`src/source/pack_pkg.sv`:
```
// shared mode, bus word and default sizes for the precision-packing output stage
package pack_pkg;

    ////////////////////
    // default sizes passed down from the top level.
    localparam int DEF_DEPTH       = 32;
    localparam int DEF_DATA_WIDTH  = 8;
    localparam int DEF_DATA_LENGTH = 8;
    localparam int DEF_NUM_LANES   = 4;
    localparam int DEF_CREDITS     = 4;

    // lane index width, fixed so the bus word stays a fixed type.
    // at most four lanes.
    localparam int LANE_W = 2;

    ////////////////////
    // precision modes.
    typedef enum logic [1:0] {
        mode_8b = 2'b00,
        mode_4b = 2'b01,
        mode_2b = 2'b10
    } p_mode_e;

    ////////////////////
    // output bus word.
    typedef struct packed {
        logic                      valid;
        logic [LANE_W-1:0]         lane;
        logic [DEF_DATA_WIDTH-1:0] data;
    } out_word_t;

endpackage
```
`src/source/miso_fifo.sv`:
```
// per-lane FIFO taking several entries per write and packing narrow entries on pop
`timescale 1ns/1ns

module miso_fifo #(
    parameter int DEPTH       = 32,
    parameter int DATA_WIDTH  = 8,
    parameter int DATA_LENGTH = 8
) (
    input  logic                                   i_clk,
    input  logic                                   i_nrst,
    input  logic                                   i_clear,
    input  logic                                   i_write_en,
    input  pack_pkg::p_mode_e                      i_p_mode,
    input  logic [DATA_LENGTH-1:0][DATA_WIDTH-1:0] i_data,
    input  logic [DATA_LENGTH-1:0]                 i_valid,
    input  logic                                   i_pop_en,
    output logic [DATA_WIDTH-1:0]                  o_data,
    output logic                                   o_pop_valid,
    output logic                                   o_empty,
    output logic                                   o_full
);
    import pack_pkg::*;

    // depth is a power of two, so pointers wrap on their own.
    localparam int ADDR_W = $clog2(DEPTH);
    localparam int CNT_W  = $clog2(DEPTH + 1);
    localparam int HALF   = DATA_WIDTH / 2;
    localparam int QUART  = DATA_WIDTH / 4;

    logic [DATA_WIDTH-1:0] mem [DEPTH];
    logic [ADDR_W-1:0]     wr_ptr;
    logic [ADDR_W-1:0]     rd_ptr;
    logic [CNT_W-1:0]      count;
    logic                  write_en;
    logic [ADDR_W-1:0]     wr_addr [DATA_LENGTH];
    logic [CNT_W-1:0]      wr_num;
    logic                  pop_fire;
    logic [ADDR_W-1:0]     rd_addr [4];
    logic [CNT_W-1:0]      want_num;
    logic [CNT_W-1:0]      take_num;
    logic [DATA_WIDTH-1:0] pack_word;

    assign write_en = i_write_en & ~o_full;
    assign pop_fire = i_pop_en & ~o_empty;

    ////////////////////
    // write side.
    // valid entries land back to back, gaps in the mask are squeezed out.
    always_comb begin
        wr_num = '0;
        for (int i = 0; i < DATA_LENGTH; i++) begin
            wr_addr[i] = wr_ptr + ADDR_W'(wr_num);
            wr_num     = wr_num + CNT_W'(i_valid[i]);
        end
    end

    always_ff @(posedge i_clk) begin
        if (write_en) begin
            for (int i = 0; i < DATA_LENGTH; i++) begin
                if (i_valid[i]) begin
                    mem[wr_addr[i]] <= i_data[i];
                end
            end
        end
    end

    ////////////////////
    // pop side.
    always_comb begin
        for (int k = 0; k < 4; k++) begin
            rd_addr[k] = rd_ptr + ADDR_W'(k);
        end
    end

    always_comb begin
        case (i_p_mode)
            mode_4b: want_num = CNT_W'(2);
            mode_2b: want_num = CNT_W'(4);
            default: want_num = CNT_W'(1);
        endcase
        take_num = (count < want_num) ? count : want_num;
    end

    // field k holds entry k, oldest entry in the low field.
    // fields with no entry behind them stay zero.
    always_comb begin
        pack_word = '0;
        case (i_p_mode)
            mode_4b: begin
                for (int k = 0; k < 2; k++) begin
                    if (CNT_W'(k) < take_num) begin
                        pack_word[k*HALF +: HALF] = mem[rd_addr[k]][HALF-1:0];
                    end
                end
            end
            mode_2b: begin
                for (int k = 0; k < 4; k++) begin
                    if (CNT_W'(k) < take_num) begin
                        pack_word[k*QUART +: QUART] = mem[rd_addr[k]][QUART-1:0];
                    end
                end
            end
            default: pack_word = mem[rd_addr[0]];
        endcase
    end

    always_ff @(posedge i_clk) begin
        if (pop_fire) begin
            o_data <= pack_word;
        end
    end

    ////////////////////
    // pointers and occupancy.
    always_ff @(posedge i_clk or negedge i_nrst) begin
        if (!i_nrst) begin
            wr_ptr      <= '0;
            rd_ptr      <= '0;
            count       <= '0;
            o_pop_valid <= 1'b0;
        end else if (i_clear) begin
            wr_ptr      <= '0;
            rd_ptr      <= '0;
            count       <= '0;
            o_pop_valid <= 1'b0;
        end else begin
            if (write_en) begin
                wr_ptr <= wr_ptr + ADDR_W'(wr_num);
            end
            if (pop_fire) begin
                rd_ptr <= rd_ptr + ADDR_W'(take_num);
            end
            count       <= count + (write_en ? wr_num : '0) - (pop_fire ? take_num : '0);
            o_pop_valid <= pop_fire;
        end
    end

    assign o_empty = (count == '0);
    // full once a whole-width write might not fit.
    assign o_full  = (count > CNT_W'(DEPTH - DATA_LENGTH));

    ////////////////////
    // the arbiter must never pop an empty lane.
    a_no_pop_empty: assert property (@(posedge i_clk) disable iff (!i_nrst)
        i_pop_en |-> !o_empty);

    a_count_bound: assert property (@(posedge i_clk) disable iff (!i_nrst)
        count <= CNT_W'(DEPTH));

endmodule

```
`config.mk`:
```
export PLATFORM = sky130hd
export DESIGN_NAME = miso_fifo
export DESIGN_NICKNAME = d
export VERILOG_FILES = /design/src/source/pack_pkg.sv /design/src/source/miso_fifo.sv
export SDC_FILE = /design/constraint.sdc
export NUM_CORES = 2
export LEC_CHECK = 0
export BUFFER_PORTS_ARGS = -buffer_cell sky130_fd_sc_hd__buf_4
export CAP_MARGIN = 10
export CELL_PAD_IN_SITES_DETAIL_PLACEMENT = 1
export CELL_PAD_IN_SITES_GLOBAL_PLACEMENT = 1
export CORE_MARGIN = 10
export CORE_UTILIZATION = 50
export DETAILED_ROUTE_END_ITERATION = 12
export PLACE_DENSITY = 0.87
export SLEW_MARGIN = 20
export SYNTH_ARGS = -nofsm -noshare
export SYNTH_HDL_FRONTEND = slang
export SYNTH_SLANG_ARGS = --single-unit
```
`constraint.sdc`:
```
create_clock -name i_clk -period 6.58 [get_ports i_clk]
set_input_delay 1.974 -clock i_clk [delete_from_list [all_inputs] [get_ports i_clk]]
set_output_delay 1.974 -clock i_clk [all_outputs]
set_load 0.01 [all_outputs]
```
==> results of run 1 <==
-- metal layers --
| layer | GRT overflow | track usage, % |
|---|---|---|
| met1 | 54 | 86.3 |
| met2 | 121 | 92.0 |
| met3 | 47 | 79.7 |
| met4 | 97 | 78.1 |
| met5 | 5 | 57.6 |
-- through the flow --
step                      cells  util, %  hold WS, ns  setup WS, ns
after CTS                  5962     61.4        0.716       0.00499
after detailed placement   5917     60.2        0.652        -0.664
after global placement     5917     60.2        0.627        -0.435
after floorplan            4547        -        0.653        0.0350
-- repair_timing --
item	CTS
pin swaps	1
gates resized for setup	5
endpoints found under the setup margin	34
buffers inserted	1
-- kinds of logic after synthesis --
family,after synthesis,share of synthesized area (%)
AO/OA/AOI/OAI,1500,27.6
XOR/XNOR,60,1.62
adder cells (fa/ha/maj),71,2.74
buffers and inverters,550,6.02
flip-flops,281,23.2
multiplexers,486,18.0
other,2,0.0209
AND/OR/NAND/NOR,1596,20.8
==> out/metrics.cfg, run 1 <==
[synth]
ys_top_cells_by_area=edfxtp_1 (22%), mux2i_1 (8.8%), mux4_2 (7.8%), nor2_1 (5.5%), a21oi_1 (5.0%)
yosysMostFrequentCell=nor2_1
yosys.cell_types.count=91
postSynthCellCount=4546
ys.flop_type=edfxtp_1
seq_area_frac_synth_pct=23.2
synth.cell_area_sq_um=36000
post-synth-top-area-cell=edfxtp_1
syn_area_per_cell_sq_um=7.91
async_reset_ff_share_pct=6.05
synth_commonest_cells=nor2_1 (529), nand2_1 (391), clkbuf_1 (376), a21oi_1 (359), mux2i_1 (316)
yosysTopAreaCellShare_pct=22.0
synth.ff_latch_count=281
number_of_enable_type_register_cells_in_the_synthesized_netlist=264
synth_warnings=0

[floorplan]
rows=98
floorplan_die_height_um=288
start_util_pct=50.4
floorplan.io_pins=90
die_width_um=288

[clock_tree]
cts-root-buf=clkbuf_16
cts_max_path_buffers=3
ctsHoldBuffers=0
tritoncts.num_buffers=25
h_tree_levels=1
clkSinkCount=281

[placed_design]
hpwl_mm=188
number_of_buffer_cells_added_on_primary_ports=89
postPlaceCellArea_sq_um=43000
finalWeightedCongestion=1.15

[grt]
grt.total_usage_pct=84.6
grt_max_degree=119
gr-total-overflow=324
antenna_found_initial=89

[run_status]
flow.stopped_at=global routing (5_1_grt)
outcome=stopped before the end
flow.first_error=[ERROR GRT-0232] Routing congestion too high. Check the congestion heatmap in the GUI.

[timing]
worst_path_end_type=register input
grt_repair_worst_endpoint=mem[16][4]$_DFFE_PP_/D

==> run 2: changes to the inputs <==
- CELL_PAD_IN_SITES_DETAIL_PLACEMENT: 1 -> unset
- CELL_PAD_IN_SITES_GLOBAL_PLACEMENT: 1 -> unset
- CORE_UTILIZATION: 50 -> 35
- PLACE_DENSITY: 0.87 -> unset
- PLACE_DENSITY_LB_ADDON: unset -> 0.15
==> run 2 against run 1 <==
Effect of this change: the flow now finishes without violations; synthesized area is the same; synthesized cell count stayed put.
==> out/metrics.cfg, run 2 <==
[run_status]
outcome=finished clean  ; was stopped before the end

[critical_path]
cp_common_cell=buf_4
worst_path_slowest_cell=fa_1
worstPathRequired_ns=7.02
cp.arrival_ns=6.92
start_point_of_the_critical_path=i_valid[0]
cp_cell_sequence=buf_4 -> fa_1 -> ha_2 -> ha_1 -> ha_1 -> ha_1 -> buf_4 -> inv_1 -> fa_1 -> inv_1 -> a21o_1 -> a21oi_1 -> xnor2_1 -> buf_4 -> xor2_2 -> buf_12 -> buf_4 -> nor3_2 -> or2_2 -> nor3_1 -> o22a_1
critical_path.reg2reg.startpoint=wr_ptr[4]
path_max_fanout=21
crit_path_start_kind=primary input
cpPeakStageDelay_ns=0.59
end_kind=flop
criticalPathCategory=in2reg

[synth]
ys.flop_type=edfxtp_1  ; unchanged
synth_warnings=0  ; unchanged
synth.cell_area_sq_um=36000  ; unchanged
postSynthCellCount=4546  ; unchanged
yosysTopAreaCellShare_pct=22.0  ; unchanged
synth_commonest_cells=nor2_1 (529), nand2_1 (391), clkbuf_1 (376), a21oi_1 (359), mux2i_1 (316)  ; unchanged
post-synth-top-area-cell=edfxtp_1  ; unchanged
async_reset_ff_share_pct=6.05  ; unchanged
syn_area_per_cell_sq_um=7.91  ; unchanged
ys_top_cells_by_area=edfxtp_1 (22%), mux2i_1 (8.8%), mux4_2 (7.8%), nor2_1 (5.5%), a21oi_1 (5.0%)  ; unchanged
synth.ff_latch_count=281  ; unchanged
seq_area_frac_synth_pct=23.2  ; unchanged
yosys.cell_types.count=91  ; unchanged
number_of_enable_type_register_cells_in_the_synthesized_netlist=264  ; unchanged
yosysMostFrequentCell=nor2_1  ; unchanged

[placed_design]
postPlaceCellArea_sq_um=44000  ; was 43000 sq um
hpwl_mm=189  ; was 188 mm
finalWeightedCongestion=1.08  ; was 1.15
preCtsSetupSlack_ns=-0.652  ; was -0.664 ns
place.detailed.instances=6401  ; was 5917
number_of_buffer_cells_added_on_primary_ports=89  ; unchanged

[floorplan]
floorplan_die_height_um=341  ; was 288 um
die_area_sq_um=116000
floorplan.io_pins=90  ; unchanged
start_util_pct=35.3  ; was 50.4%
die_width_um=341  ; was 288 um
rows=117  ; was 98
design.core.area_sq_um=102000

[power]
highest_ir_drop_seen_on_vdd_mv=0.426
seq_power_share_pct=20.1
pwr-share-comb_pct=69.0
intPower_uw=6920
net-switching-power_uw=6880
power.leakage_uw=0.0180
power_density_nw_per_um2=307
power.total_uw=13800
power_switching_share_pct=49.9
p_clk_share_pct=10.9

[timing]
setup_total_negative_slack_ns=0
max_freq_ghz=0.154
finalClockSkew_ns=0.0131
setup_violations=0
timing_worst_slew_pin_value_ns=1.06
rsz0062_at_grt=yes
hold_viol_final=0
timing.max_slew.rel_slack_pct=28.9
fin_crit_ns=6.48
worst_slack_ns=0.0999
maxSlewViolCount=0
final_min_period_over_clock_period_pct=98.5

[clock_tree]
clock_transition_at_the_registers_of_the_reported_paths_ns=0.07
cts-root-buf=clkbuf_16  ; unchanged
h_tree_levels=1  ; unchanged
clock_tree_from_tritoncts=yes
post-cts-setup-buffers=0  ; was 1
ctsHoldBuffers=0  ; unchanged
clock_latency_ns=0.58
cts_max_path_buffers=3  ; unchanged
clkSinkCount=281  ; unchanged
tritoncts.num_buffers=26  ; was 25

[routing]
drt_pass1_iterations=7
routed-via-count=44000
ant_nets=0
wl_mm=252
dr.first_iter.drc_count=8816
post-route-drc-count=0
avgRoutedWirePerCell_um=39.1
via_per_inst=6.81

[grt]
grt_pass1_vias=38300
grt.total_usage_pct=41.2
antenna_found_initial=14
global_route_wire_length_before_repair_mm=337
grt_max_degree=121
gr-total-overflow=0

[min_path]
hold_path.class=reg2reg
min-delay-start=wr_ptr[0]

[cells_and_area]
syn_to_final_growth_pct=24.9
fin_area_sq_um=44900
largest_register_ffs=256
mostFrequentLayoutCells=buf_4 (906), nor2_1 (529), nand2_1 (381)
share_of_cells_above_drive_strength_1_pct=25.5
layoutNonFillerInstCount=6451
layout.cells.most_common=buf_4
finish.net_count=5211

[flow_run]
max-cap-violations=0

==> run 2: cell counts after synthesis <==
No cell type changed its count.
==> run 2: per-layer routing <==
layer,track usage [%],part of all wire (%)
met5,0,0.044
met4,13.9,4.4
met3,16.9,16
met2,56.9,39
met1,57.0,41
==> run 2: critical path: cells and delay by family <==
| family | cells | cell delay (ns) |
|---|---|---|
| xor gates and xnor gates | 2 | 0.37 |
| AOI/OAI and AO/OA | 3 | 0.45 |
| buffers and inverters | 7 | 0.87 |
| and+or+nand+nor | 3 | 1.01 |
| adders and majority gates | 6 | 2.24 |
==> run 2: kinds of logic (layout without fill, tap and decap cells) <==
| family | Yosys count | after routing | share of synthesized area (%) |
|---|---|---|---|
| compound gates | 1500 | 1500 | 27.6 |
| xor+xnor | 60 | 60 | 1.62 |
| fa+ha+maj | 71 | 71 | 2.74 |
| buf+inv | 550 | 1080 | 6.02 |
| flops | 281 | 281 | 23.2 |
| mux | 486 | 486 | 18.0 |
| other cells | 2 | 9 | 0.0209 |
| simple gates | 1596 | 1596 | 20.8 |
==> run 2: stage by stage <==
stage,utilization (%),hold slack [ns]
6_report,44.1,0.759
5_1_grt,44.1,0.776
4_1_cts,44.0,0.752
2_1_floorplan,-,0.653
3_5_place_dp,43.2,0.742
3_3_place_gp,43.2,0.732
==> run 2: cell type report <==
| cell class | instances | area, sq um |
|---|---|---|
| antenna | 6 | 15.0 |
| clock buffer | 33 | 698 |
| clock inverter | 11 | 80.1 |
| fill | 10400 | 57000 |
| inverter | 68 | 255 |
| multi-input combinational | 3716 | 25700 |
| sequential | 281 | 8360 |
| tap | 1368 | 1710 |
| timing repair buffer | 968 | 8040 |
==> run 2: path summary, 6_finish.rpt <==
kind | end | slack, ns | depth (start not counted)
setup reg to reg | mem[19][0] | 1.50 | 11
min in group asynchronous | wr_ptr[0] | 1.26 | 1
hold reg to reg | wr_ptr[0] | 0.76 | 3
setup / recovery | mem[26][3] | 0.1 | 21
hold / removal | wr_ptr[0] | 0.76 | 3
max in group asynchronous | rd_ptr[1] | 5.06 | 1
==> run 2: what timing repair did <==
| item | in CTS | in global routing |
|---|---|---|
| endpoints found under the setup margin | 1 | 43 |
| gates resized for setup | 1 | 17 |
| gates cloned | 0 | 0 |
==> run 2: power by group through the flow <==
| stage | Clock, uW | Sequential (uW) | Combinational (uW) |
|---|---|---|---|
| after floorplan | 0 | 2600 | 4560 |
| after global placement | 0 | 2800 | 9050 |
| after detailed placement | 0 | 2800 | 9080 |
| after CTS | 1500 | 2770 | 9110 |
| after global routing | 1570 | 2790 | 9710 |
| final | 1500 | 2770 | 9520 |
Power figures use the tool's default switching activity.
