<file path="src/source/pack_pkg.sv">
// shared mode, bus word and default sizes for the precision-packing output stage
package pack_pkg;

    ////////////////////
    // default sizes passed down from the top level.
    localparam int DEF_DEPTH       = 32;
    localparam int DEF_DATA_WIDTH  = 8;
    localparam int DEF_DATA_LENGTH = 8;
    localparam int DEF_NUM_LANES   = 4;
    localparam int DEF_CREDITS     = 4;

    // lane index width, fixed so the bus word stays a fixed type.
    // at most four lanes.
    localparam int LANE_W = 2;

    ////////////////////
    // precision modes.
    typedef enum logic [1:0] {
        mode_8b = 2'b00,
        mode_4b = 2'b01,
        mode_2b = 2'b10
    } p_mode_e;

    ////////////////////
    // output bus word.
    typedef struct packed {
        logic                      valid;
        logic [LANE_W-1:0]         lane;
        logic [DEF_DATA_WIDTH-1:0] data;
    } out_word_t;

endpackage
</file>
<file path="src/source/bus_arbiter.sv">
// round-robin grant of the shared output bus, held back by downstream credits
`timescale 1ns/1ns

module bus_arbiter #(
    parameter int NUM_LANES = 4,
    parameter int CREDITS   = 4
) (
    input  logic                        i_clk,
    input  logic                        i_nrst,
    input  logic [NUM_LANES-1:0]        i_empty,
    input  logic                        i_credit_return,
    output logic [NUM_LANES-1:0]        o_pop,
    output logic [pack_pkg::LANE_W-1:0] o_grant_lane
);
    import pack_pkg::*;

    localparam int CRED_W = $clog2(CREDITS + 1);

    logic [LANE_W-1:0] rr_ptr;
    logic [CRED_W-1:0] credit_cnt;
    logic              grant;

    ////////////////////
    // first nonempty lane at or after the pointer.
    always_comb begin
        int   idx;
        logic found;
        o_pop        = '0;
        o_grant_lane = '0;
        found        = 1'b0;
        for (int i = 0; i < NUM_LANES; i++) begin
            idx = int'(rr_ptr) + i;
            if (idx >= NUM_LANES) begin
                idx = idx - NUM_LANES;
            end
            if (!found && credit_cnt != '0 && !i_empty[idx]) begin
                o_pop[idx]   = 1'b1;
                o_grant_lane = LANE_W'(idx);
                found        = 1'b1;
            end
        end
    end

    assign grant = |o_pop;

    ////////////////////
    // pointer and credit state.
    always_ff @(posedge i_clk or negedge i_nrst) begin
        if (!i_nrst) begin
            rr_ptr     <= '0;
            credit_cnt <= CRED_W'(CREDITS);
        end else begin
            if (grant) begin
                rr_ptr <= (o_grant_lane == LANE_W'(NUM_LANES - 1)) ? '0 :
                          o_grant_lane + 1'b1;
            end
            // return and grant together cancel out.
            case ({i_credit_return, grant})
                2'b10:   credit_cnt <= credit_cnt + 1'b1;
                2'b01:   credit_cnt <= credit_cnt - 1'b1;
                default: credit_cnt <= credit_cnt;
            endcase
        end
    end

    ////////////////////
    a_pop_onehot: assert property (@(posedge i_clk) disable iff (!i_nrst)
        $onehot0(o_pop));

    a_no_grant_broke: assert property (@(posedge i_clk) disable iff (!i_nrst)
        (credit_cnt == '0) |-> !grant);

    // the consumer must not hand back more than it received.
    a_credit_bound: assert property (@(posedge i_clk) disable iff (!i_nrst)
        credit_cnt <= CRED_W'(CREDITS));

endmodule

</file>
<file path="config.mk">
export PLATFORM = sky130hd
export DESIGN_NAME = bus_arbiter
export DESIGN_NICKNAME = d
export VERILOG_FILES = /design/src/source/pack_pkg.sv /design/src/source/bus_arbiter.sv
export SDC_FILE = /design/constraint.sdc
export NUM_CORES = 1
export LEC_CHECK = 0
export BUFFER_PORTS_ARGS = -buffer_cell sky130_fd_sc_hd__buf_2
export CELL_PAD_IN_SITES_DETAIL_PLACEMENT = 1
export CELL_PAD_IN_SITES_GLOBAL_PLACEMENT = 2
export CORE_AREA = 2 2 57 49
export CTS_CLUSTER_DIAMETER = 40
export DETAILED_ROUTE_END_ITERATION = 10
export DIE_AREA = 0 0 59 51
export GPL_ROUTABILITY_DRIVEN = 0
export HOLD_SLACK_MARGIN = 0.1
export PLACE_DENSITY = 0.91
export SYNTH_ARGS = -nofsm -noshare
export SYNTH_HDL_FRONTEND = slang
export SYNTH_SLANG_ARGS = --single-unit
</file>
<file path="constraint.sdc">
create_clock -name i_clk -period 8.84 [get_ports i_clk]
set_input_delay 1.768 -clock i_clk [delete_from_list [all_inputs] [get_ports i_clk]]
set_output_delay 1.768 -clock i_clk [all_outputs]
set_load 0.05 [all_outputs]
</file>
======== After elaboration in Yosys (flattened, before gate mapping) ========
Cells that the tools add are included.
W data, S select, Z words.
storage, ports and cells
  memory bits (writable) .................. 0
  input bits .............................. 7
  memories ................................ 0
  latch bits .............................. 0
  bits in read-only memories .............. 0
  word-level logic and storage cells ...... 88
  register bits after elaboration ......... 5
operators by class
  shift-type cells ........................ 0
  $lt $le $gt $ge ......................... 12
  bitwise gates (word level) .............. 3
  eq/ne operators ......................... 3
  multipliers ............................. 0
  reduce and logical (&&, ||, !) cells .... 21
  add/sub/neg operators ................... 10
  muxes and demuxes ....................... 37
  divide/modulo/power cells ............... 0
operator list
  operator               count
  $ge A32 B1 Y1 const B  4
  $lt A32 B4 Y1 const B  4
  $mux W32               4
  $mux W4                4
  $mux W1                15
  $or A4 B4 Y4           3
  $sub A3 B3 Y4 const B  3
  $logic_and A1 B1 Y1    11
  $mux W2                5
  $ge A3 B3 Y1 const B   3
  $bmux W1 S2            4
  $demux W1 S2           4
  $logic_not A1 Y1       7
  $add A2 B2 Y3 const B  2
  $pmux W3 S2            1
  $eq A2 B2 Y1 const B   2
  $reduce_or A4 Y1       1
  $sub A2 B3 Y4 const B  1
  $add A2 B1 Y3 const B  1
  $add A3 B1 Y3 const B  1
  $ge A2 B3 Y1 const B   1
  $reduce_bool A3 Y1     1
  $sub A3 B1 Y3 const B  1
  $add A2 B1 Y2 const B  1
  2 further kinds        2

======== Logic depth before layout (Yosys ltp) ========
Gate-level depths: netlist of run 1.
  depth after elaboration ................. 23
  mapped depth ............................ 16
  mapped depth without buffers ............ 12

======== Worst setup path before layout of run 1 ========
OpenSTA, ideal clock, no wires.
  path type ............................... input port to output port
  start ................................... input port i_empty[0]
  end ..................................... output port o_grant_lane[0] in the netlist's numbering
  arrival ................................. 3731 ps
  data required time ...................... 7072 ps
  setup slack ............................. 3341 ps
  stages on the path ...................... 4
  cells stage by stage .................... mux4_2 > nor2b_1 > nand2b_1 > o21ai_0
between the ends
  cells in the longest elaborated chain, start to end .. 18
  elaborated cells on any way between the ends .. 33
RTL lines
  element                                      line               RTL
  start, declared                              bus_arbiter.sv:10  input logic [NUM_LANES-1:0] i_empty,
  $bmux W1 S2                                  bus_arbiter.sv:36  if (!found && credit_cnt != '0 && !i_empty[idx]) begin
  $mux W1 (not written as such) (2 in series)  bus_arbiter.sv:36
  $logic_not A1 Y1                             bus_arbiter.sv:36
  $logic_and A1 B1 Y1                          bus_arbiter.sv:36
  $mux W1                                      bus_arbiter.sv:36
  $logic_not A1 Y1                             bus_arbiter.sv:36
  $logic_and A1 B1 Y1 (2 in series)            bus_arbiter.sv:36
  $mux W1                                      bus_arbiter.sv:36
  $logic_not A1 Y1                             bus_arbiter.sv:36
  $logic_and A1 B1 Y1 (2 in series)            bus_arbiter.sv:36
  $mux W1                                      bus_arbiter.sv:36
  $logic_not A1 Y1                             bus_arbiter.sv:36
  $logic_and A1 B1 Y1 (2 in series)            bus_arbiter.sv:36
  $mux W2 (*)                                  bus_arbiter.sv:36
  end, declared                                bus_arbiter.sv:13  output logic [pack_pkg::LANE_W-1:0] o_grant_lane
Mark *: on every way between the ends. The rest lies on a longest branch, timed or not. The select of a mux whose other input is x is not followed.

======== Worst setup path after layout of run 1 ========
  start ................................... input port i_empty[0]
  end ..................................... output port o_pop[3]
between the ends
  cells in the longest elaborated chain, start to end .. 18
  elaborated cells on any way between the ends .. 36
RTL lines
  element                                      line               RTL
  $bmux W1 S2                                  bus_arbiter.sv:36
  $mux W1 (not written as such) (2 in series)  bus_arbiter.sv:36
  $logic_not A1 Y1                             bus_arbiter.sv:36
  $logic_and A1 B1 Y1                          bus_arbiter.sv:36
  $mux W1                                      bus_arbiter.sv:36
  $logic_not A1 Y1                             bus_arbiter.sv:36
  $logic_and A1 B1 Y1 (2 in series)            bus_arbiter.sv:36
  $mux W1                                      bus_arbiter.sv:36
  $logic_not A1 Y1                             bus_arbiter.sv:36
  $logic_and A1 B1 Y1 (2 in series)            bus_arbiter.sv:36
  $mux W1                                      bus_arbiter.sv:36
  $logic_not A1 Y1                             bus_arbiter.sv:36
  $logic_and A1 B1 Y1 (2 in series)            bus_arbiter.sv:36
  $mux W4 (*)                                  bus_arbiter.sv:36
  end, declared                                bus_arbiter.sv:12  output logic [NUM_LANES-1:0] o_pop,
Marked as above.

==> run_results.csv, run 1 <==
group,metric,value,unit
cts,cts.sinks,5,
cts,cts_hold_buf,0,
route,via_per_inst,5.758,
cells_and_area,final_cell_mix,"buf_2, ha_1, inv_1",
timing,period_needed,5313,ps
floorplanning,core,2510,sq um
cts,cts-root-buf,"clkbuf_4",
global_route,grt_pass1_vias,777,
timing,grt_setup_unrepaired,"false",
cts,cts_buffer_depth,2,
route,finalWirelength,2.133,mm
cells_and_area,diodes,0,
place,hpwl,1.635,mm
timing,hold_violations,0,
place,pre_cts_ws,3572,ps
cts,clkTransAtPathRegs,40,ps
timing,maxSlewViolCount,0,
timing,setup_viol,0,
outcome,status,"completed",
synth,ys_ff_latch,5,
global_route,overflow,0,
synth,synth_top_area_share,13.08,%
synth,syn_area,860.8,sq um
cts,postCtsSetupBuffers,0,
synth,syn_nets,111,
timing,finalCritPeriodShare,60.10,%
synth,synth_cell_types,40,
route,met1_length,1.016,mm
synth,synth_area_leaders,"ha_1, dfrtp_1, mux4_2",
cts,cts_resized,0,
timing,fin_ws,3527,ps
synth,async_flop_share,100.0,%
cells_and_area,drive_gt1_share,23.08,%
route,final_antenna_net_count,0,
synth,yosysTopAreaCell,"ha_1",
synth,synth_area_per_cell,9.158,sq um
route,vias,760,
place,portBuffers,12,
global_route,grt_max_degree,19,
route,route.detailed.drc,0,
global_route,grt_antenna_before_repair,0,
synth,synth_edf_count,0,
synth,yosys_warnings,0,
floorplanning,start_util,34.30,%
cts,worstSkewPairLatency,240,ps
route,dr_wl_met2,1.053,mm
synth,synth_top_flop_cell,"dfrtp_1",
floorplanning,ios,13,
timing,worst_slew_pin_slew,787.2,ps
hold_path,hold_path_class,"flip-flop to flip-flop",
setup_path,crit_required,7070,ps
cts,numCtsBuffers,3,
route,dr_wl_met3,40,um
timing,max_slew_margin,47.12,%
setup_path,crit_path_max_fanout,8,
global_route,grtUsageTotal,15.34,%
cells_and_area,fin_nets,122,
timing,timing.fmax,0.1882,GHz
global_route,grt_pass1_wl,3.532,mm
synth,ys_seq_area_share,14.68,%
floorplanning,die_x,59,um
cts,cts_tree,"yes",
hold_path,min_path_cells,1,
floorplanning,num_rows,17,
floorplanning,die_h,51,um
setup_path,cp_data_arrival_time,3550,ps
flow_run,maxCapViolCount,0,
setup_path,end_kind,"primary output",
timing,tns,0,ps
setup_path,r2r_cells,12,
timing,clock_skew,1.699,ps
cells_and_area,area_growth_syn_to_layout,9.593,%
setup_path,path_class,"primary input to primary output",
route,dr.pass1.iters,4,
cells_and_area,mostFrequentLayoutCell,"buf_2",
setup_path,startpoint_type,"primary input",
route,top_layer,"met4",
floorplanning,dieArea,3009,sq um
cts,cts.htree.levels,1,
synth,syn-instance-count,94,
route,wl_per_cell,16.16,um
route,drt_iter0_markers,24,
## cells by family (layout without fill, tap and decap cells)
family / Yosys count / count (layout) / share of synthesized area (%)
AO/OA/AOI/OAI: 26 / 26 / 21.51
XOR/XNOR: 5 / 5 / 5.088
adder cells (fa/ha/maj): 10 / 10 / 15.41
buffers and inverters: 14 / 24 / 7.993
flip-flops: 5 / 5 / 14.68
multiplexers: 12 / 12 / 19.91
AND/OR/NAND/NOR: 22 / 22 / 15.41
## critical path: stages
cell      delay [ps]
buf_2            150
mux4_2           500
nor2b_1          370
a221oi_1         160
nor2_1           160
mux2i_1           90
nor2_1            90
buf_2            260
## final timing paths
| check | from | to | slack [ps] |
|---|---|---|---|
| setup / recovery | i_empty[0] | o_pop[3] | 3530 |
| hold / removal | credit_cnt[2] | credit_cnt[2] | 530 |
| setup reg to reg | flip-flop | credit_cnt[2] | 4990 |
| hold reg to reg | credit_cnt[2] | credit_cnt[2] | 530 |
| max in group asynchronous | i_nrst | credit_cnt[2] | 7290 |
| min in group asynchronous | i_nrst | rr_ptr[1] | 1330 |
## routing by layer
layer,GRT usage (%),vias up
met4,4.545,0
met3,1.519,4
met2,26.67,15
met1,19.91,372
li1,-,369
met5,0,-
## metrics by stage
step	cells	instance area [sq um]	hold WS (ps)	util (%)
2_1_floorplan	94	860.8	480.5	-
3_3_place_gp	128	917.1	505.6	36.54
3_5_place_dp	128	917.1	523.8	36.54
4_1_cts	132	943.4	531.6	37.59
5_1_grt	132	943.4	543.0	37.59
6_report	132	943.4	528.9	37.59
## cell type report
cell class / count / area (sq um)
Timing Repair Buffer: 12 / 60.06
Inverter: 8 / 30.03
Fill cell: 312 / 1567
Clock buffer: 4 / 26.28
Multi-Input combinational cell: 75 / 665.6
Sequential cell: 5 / 126.4
Tap cell: 28 / 35.03
## synthesized netlist by cell type, types with 2 or more instances
cell / n
nand3_1: 2
o21ai_0: 5
mux2i_1: 7
xnor2_1: 2
dfrtp_1: 4
ha_1: 9
clkbuf_1: 2
o21bai_1: 2
a221oi_1: 2
a22oi_1: 3
a21oi_1: 4
nand2b_1: 3
nor2_1: 6
xor2_1: 3
buf_6: 2
mux4_2: 4
inv_1: 8
nor2b_1: 4
Power of run 1 is not shown: default switching activity piles up to over one toggle a cycle in this logic, so the estimate is an artifact.
==> run 2, diff against run 1 <==
--- a/config.mk
+++ b/config.mk
@@ -8,13 +8,13 @@
 export BUFFER_PORTS_ARGS = -buffer_cell sky130_fd_sc_hd__buf_2
 export CELL_PAD_IN_SITES_DETAIL_PLACEMENT = 1
 export CELL_PAD_IN_SITES_GLOBAL_PLACEMENT = 2
-export CORE_AREA = 2 2 57 49
+export CORE_AREA = 2 2 60 51
 export CTS_CLUSTER_DIAMETER = 40
 export DETAILED_ROUTE_END_ITERATION = 10
-export DIE_AREA = 0 0 59 51
+export DIE_AREA = 0 0 62 53
 export GPL_ROUTABILITY_DRIVEN = 0
 export HOLD_SLACK_MARGIN = 0.1
-export PLACE_DENSITY = 0.91
+export PLACE_DENSITY = 0.84
 export SYNTH_ARGS = -nofsm -noshare
 export SYNTH_HDL_FRONTEND = slang
 export SYNTH_SLANG_ARGS = --single-unit
==> constraint.sdc (replaced) <==
create_clock -name i_clk -period 5.3 [get_ports i_clk]
set_input_delay 1.06 -clock i_clk [delete_from_list [all_inputs] [get_ports i_clk]]
set_output_delay 1.06 -clock i_clk [all_outputs]
set_load 0.05 [all_outputs]
==> run_results.csv, run 2 (synthesized netlist as in run 1, its figures left out) <==
group,metric,value,unit
global_route,grt_max_degree,19,
timing,clock_skew,4.799,ps
place,hpwl,1.593,mm
route,drt_iter0_markers,20,
timing,grt_setup_unrepaired,"false",
timing,fin_ws,1036,ps
global_route,overflow,0,
floorplanning,die_h,53,um
setup_path,reg2reg_slack,1480,ps
timing,hold_violations,0,
cts,cts_buffer_depth,2,
hold_path,min-delay-start,"credit_cnt[0]",
floorplanning,core,2659,sq um
cts,numCtsBuffers,3,
cts,cts_tree,"yes",
hold_path,min_path_cells,1,
route,dr.pass1.iters,4,
global_route,grt_pass1_wl,3.615,mm
cells_and_area,diodes,0,
cells_and_area,area_growth_syn_to_layout,11.05,%
setup_path,startpoint_type,"flip-flop",
floorplanning,num_rows,17,
outcome,status,"completed",
place,pre_cts_ws,1291,ps
cts,cts.htree.levels,1,
setup_path,timing.rr.end,"credit_cnt[2]",
route,wl_per_cell,14.14,um
setup_path,path_class,"flip-flop to primary output",
timing,setup_viol,0,
timing,period_needed,4264,ps
route,route.detailed.drc,0,
floorplanning,start_util,32.38,%
timing,worst_slew_pin_slew,669.6,ps
cts,worstSkewPairLatency,240,ps
hold_path,hold_path_class,"flip-flop to flip-flop",
cts,clkTransAtPathRegs,40,ps
setup_path,end_kind,"primary output",
global_route,grt_pass1_vias,785,
setup_path,r2r_cells,12,
setup_path,crit_required,4240,ps
timing,finalCritPeriodShare,80.46,%
timing,timing.fmax,0.2345,GHz
cells_and_area,n_fill_cell,331,
global_route,grtUsageTotal,14.72,%
route,via_per_inst,5.331,
cts,cts.sinks,5,
route,final_antenna_net_count,0,
cells_and_area,drive_gt1_share,23.08,%
timing,maxSlewViolCount,0,
timing,tns,0,ps
place,portBuffers,12,
setup_path,crit_path_max_fanout,18,
setup_path,cp_data_arrival_time,3200,ps
flow_run,maxCapViolCount,0,
route,finalWirelength,2.008,mm
route,vias,757,
floorplanning,die_x,62,um
cts,postCtsSetupBuffers,0,
cells_and_area,mostFrequentLayoutCell,"buf_2",
cells_and_area,final_cell_mix,"buf_2, ha_1, inv_1",
cts,cts_resized,0,
floorplanning,ios,13,
hold_path,whs_endpoint,"credit_cnt[0]",
timing,max_slew_margin,55.01,%
cts,cts-root-buf,"clkbuf_4",
cts,cts_hold_buf,0,
cells_and_area,fin_nets,122,
floorplanning,dieArea,3286,sq um
global_route,grt_antenna_before_repair,0,
## run 2: cell counts in the layout (fill, tap and decap cells not counted)
No cell type changed its count.
## run 2: cell type report
cell class              count  area [sq um]  share of cell area, %
repair buffers             12         60.06                  6.283
inverters                   8         30.03                  3.141
multi-input cells          75         665.6                  69.63
well taps                  38         47.55                  4.974
flip-flops and latches      5         126.4                  13.22
clock buffers               4         26.28                  2.749
## run 2: worst max-delay path by stage
| stage | endpoint | slack [ps] | cells past startpoint |
|---|---|---|---|
| floorplan | o_grant_lane[0] | 690 | 9 |
| global placement | o_grant_lane[0] | 1340 | 8 |
| detailed placement | o_grant_lane[0] | 1290 | 8 |
| CTS | o_grant_lane[0] | 1010 | 8 |
| global route | o_grant_lane[0] | 700 | 8 |
| finish | o_grant_lane[0] | 1040 | 8 |
## run 2: metrics by stage
stage	hold WS [ps]	utilization, %	cell area [sq um]	instances
floorplan	480.5	-	860.8	94
global placement	511.3	34.96	929.6	138
detailed placement	519.6	34.96	929.6	138
CTS	526.6	35.95	955.9	142
global route	550.1	35.95	955.9	142
finish	520.9	35.95	955.9	142
## run 2: metal layers
metal,share of wire [%],vias to the layer above,global-route usage (%)
li1,-,368,-
met1,50,378,21.04
met2,48,11,22.92
met3,2.1,0,2.689
met4,0,0,2.837
met5,0,-,0
## run 2: worst max-delay path: stages (launching register included)
cell	delay, ps
dfrtp_1	770
inv_1	250
ha_1	520
mux4_2	450
inv_1	150
o21ai_0	120
a32oi_1	330
o21ai_0	140
buf_2	240
Power of run 2 is left out for the same reason.
==> run 3, diff against run 2 <==
==> constraint.sdc (replaced) <==
create_clock -name i_clk -period 4.45 [get_ports i_clk]
set_input_delay 0.89 -clock i_clk [delete_from_list [all_inputs] [get_ports i_clk]]
set_output_delay 0.89 -clock i_clk [all_outputs]
set_load 0.05 [all_outputs]
==> run_results.csv, run 3 (synthesized netlist as in run 1, its figures left out) <==
group,metric,value,unit
cells_and_area,fin_nets,123,
cells_and_area,area.sequential,126.4,sq um
global_route,grt_busiest_layer,"met1",
timing,period_needed,3875,ps
global_route,met1_usage,22.71,%
cts,clkTransAtPathRegs,40,ps
floorplanning,die_h,53,um
cells_and_area,drive_gt1_share,23.81,%
hold_path,hold_path_class,"primary input to asynchronous set/reset pin",
setup_path,crit_path_max_fanout,12,
global_route,grt_max_degree,18,
setup_path,cp_data_arrival_time,2980,ps
global_route,met2_usage,20.83,%
timing,grt_setup_unrepaired,"false",
global_route,grt_pass1_wl,3.491,mm
cts,numCtsBuffers,3,
timing,setup_viol,0,
route,dr.pass1.iters,4,
timing,max_slew_margin,53.75,%
floorplanning,ios,13,
floorplanning,num_rows,17,
floorplanning,core,2659,sq um
global_route,overflow,0,
floorplanning,dieArea,3286,sq um
timing,clock_skew,3.366,ps
timing,worst_slew_pin_slew,688.5,ps
cts,cts-root-buf,"clkbuf_4",
floorplanning,die_x,62,um
place,placed_cells,139,
cells_and_area,area_growth_syn_to_layout,11.92,%
cts,cts.htree.levels,1,
route,via_per_inst,5.245,
cts,cts_resized,0,
setup_path,crit_required,3560,ps
cells_and_area,n_fill_cell,329,
setup_path,path_class,"flip-flop to primary output",
place,portBuffers,12,
floorplanning,start_util,32.38,%
cts,cts.sinks,5,
outcome,status,"completed",
global_route,grtUsageTotal,14.34,%
route,finalWirelength,2.045,mm
place,place_area,937.1,sq um
place,hpwl,1.620,mm
route,wl_per_cell,14.30,um
cells_and_area,final_cell_mix,"buf_2, ha_1, inv_1",
cells_and_area,multi_input_area,665.6,sq um
place,pre_cts_ws,843.3,ps
timing,hold_violations,0,
cts,worstSkewPairLatency,240,ps
route,final_antenna_net_count,0,
global_route,grt_pass1_vias,713,
setup_path,end_kind,"primary output",
cts,postCtsSetupBuffers,0,
global_route,grt_util_met3,0.7335,%
cts,cts_buffer_depth,2,
cells_and_area,mostFrequentLayoutCell,"buf_2",
cells_and_area,finalNonFillerCells,143,
cells_and_area,diodes,0,
route,vias,750,
setup_path,startpoint_type,"flip-flop",
route,route.detailed.drc,0,
global_route,grt_antenna_before_repair,0,
route,drt_iter0_markers,26,
timing,finalCritPeriodShare,87.08,%
timing,maxSlewViolCount,0,
flow_run,maxCapViolCount,0,
timing,fin_ws,575.2,ps
cts,cts_hold_buf,0,
cts,cts_tree,"yes",
cells_and_area,finalInstanceArea,963.4,sq um
timing,tns,0,ps
timing,timing.fmax,0.2581,GHz
-- run 3: cell types whose count changed in the layout (fill, tap and decap cells not counted), sizes merged --
cell,before,now
buf,12,13
-- run 3: stage by stage --
| step | hold slack (ps) | utilization, % |
|---|---|---|
| 6_report | 449.0 | 36.24 |
| 5_1_grt | 443.2 | 36.24 |
| 4_1_cts | 446.0 | 36.24 |
| 3_5_place_dp | 519.4 | 35.25 |
| 3_3_place_gp | 510.9 | 35.25 |
| 2_1_floorplan | 480.5 | - |
-- run 3: worst paths after layout --
| path | from | endpoint | slack [ps] | cells past startpoint |
|---|---|---|---|---|
| setup / recovery | rr_ptr[1] | o_pop[3] | 580 | 9 |
| hold / removal | i_nrst | asynchronous set/reset pin | 450 | 1 |
| setup reg to reg | rr_ptr[1] | credit_cnt[2] | 880 | 12 |
| hold reg to reg | credit_cnt[2] | credit_cnt[2] | 530 | 1 |
| max in group asynchronous | i_nrst | credit_cnt[2] | 3790 | 1 |
| min in group i_clk | credit_cnt[2] | credit_cnt[2] | 530 | 1 |
-- run 3: area by class of cell --
cell class	count	area share [%]
clock buffers	4	2.727
inverters	8	3.117
repair buffers	13	7.013
flip-flops and latches	5	13.12
multi-input cells	75	69.09
well taps	38	4.935
-- run 3: routing by layer --
metal | up-vias | part of all wire, %
met5 | - | 0
met4 | 0 | 0.29
met2 | 12 | 45
met1 | 363 | 53
met3 | 2 | 2.2
li1 | 373 | -
-- run 3: worst max-delay path, stage by stage (launching register included) --
cell and delay, ps:
dfrtp_1 620, inv_1 180, ha_1 510, mux4_2 380, nor2b_1 360, a221oi_1 140, nor2_1 110, mux2i_1 80
nor2_1 90, buf_2 260
Power of run 3 is left out for the same reason.
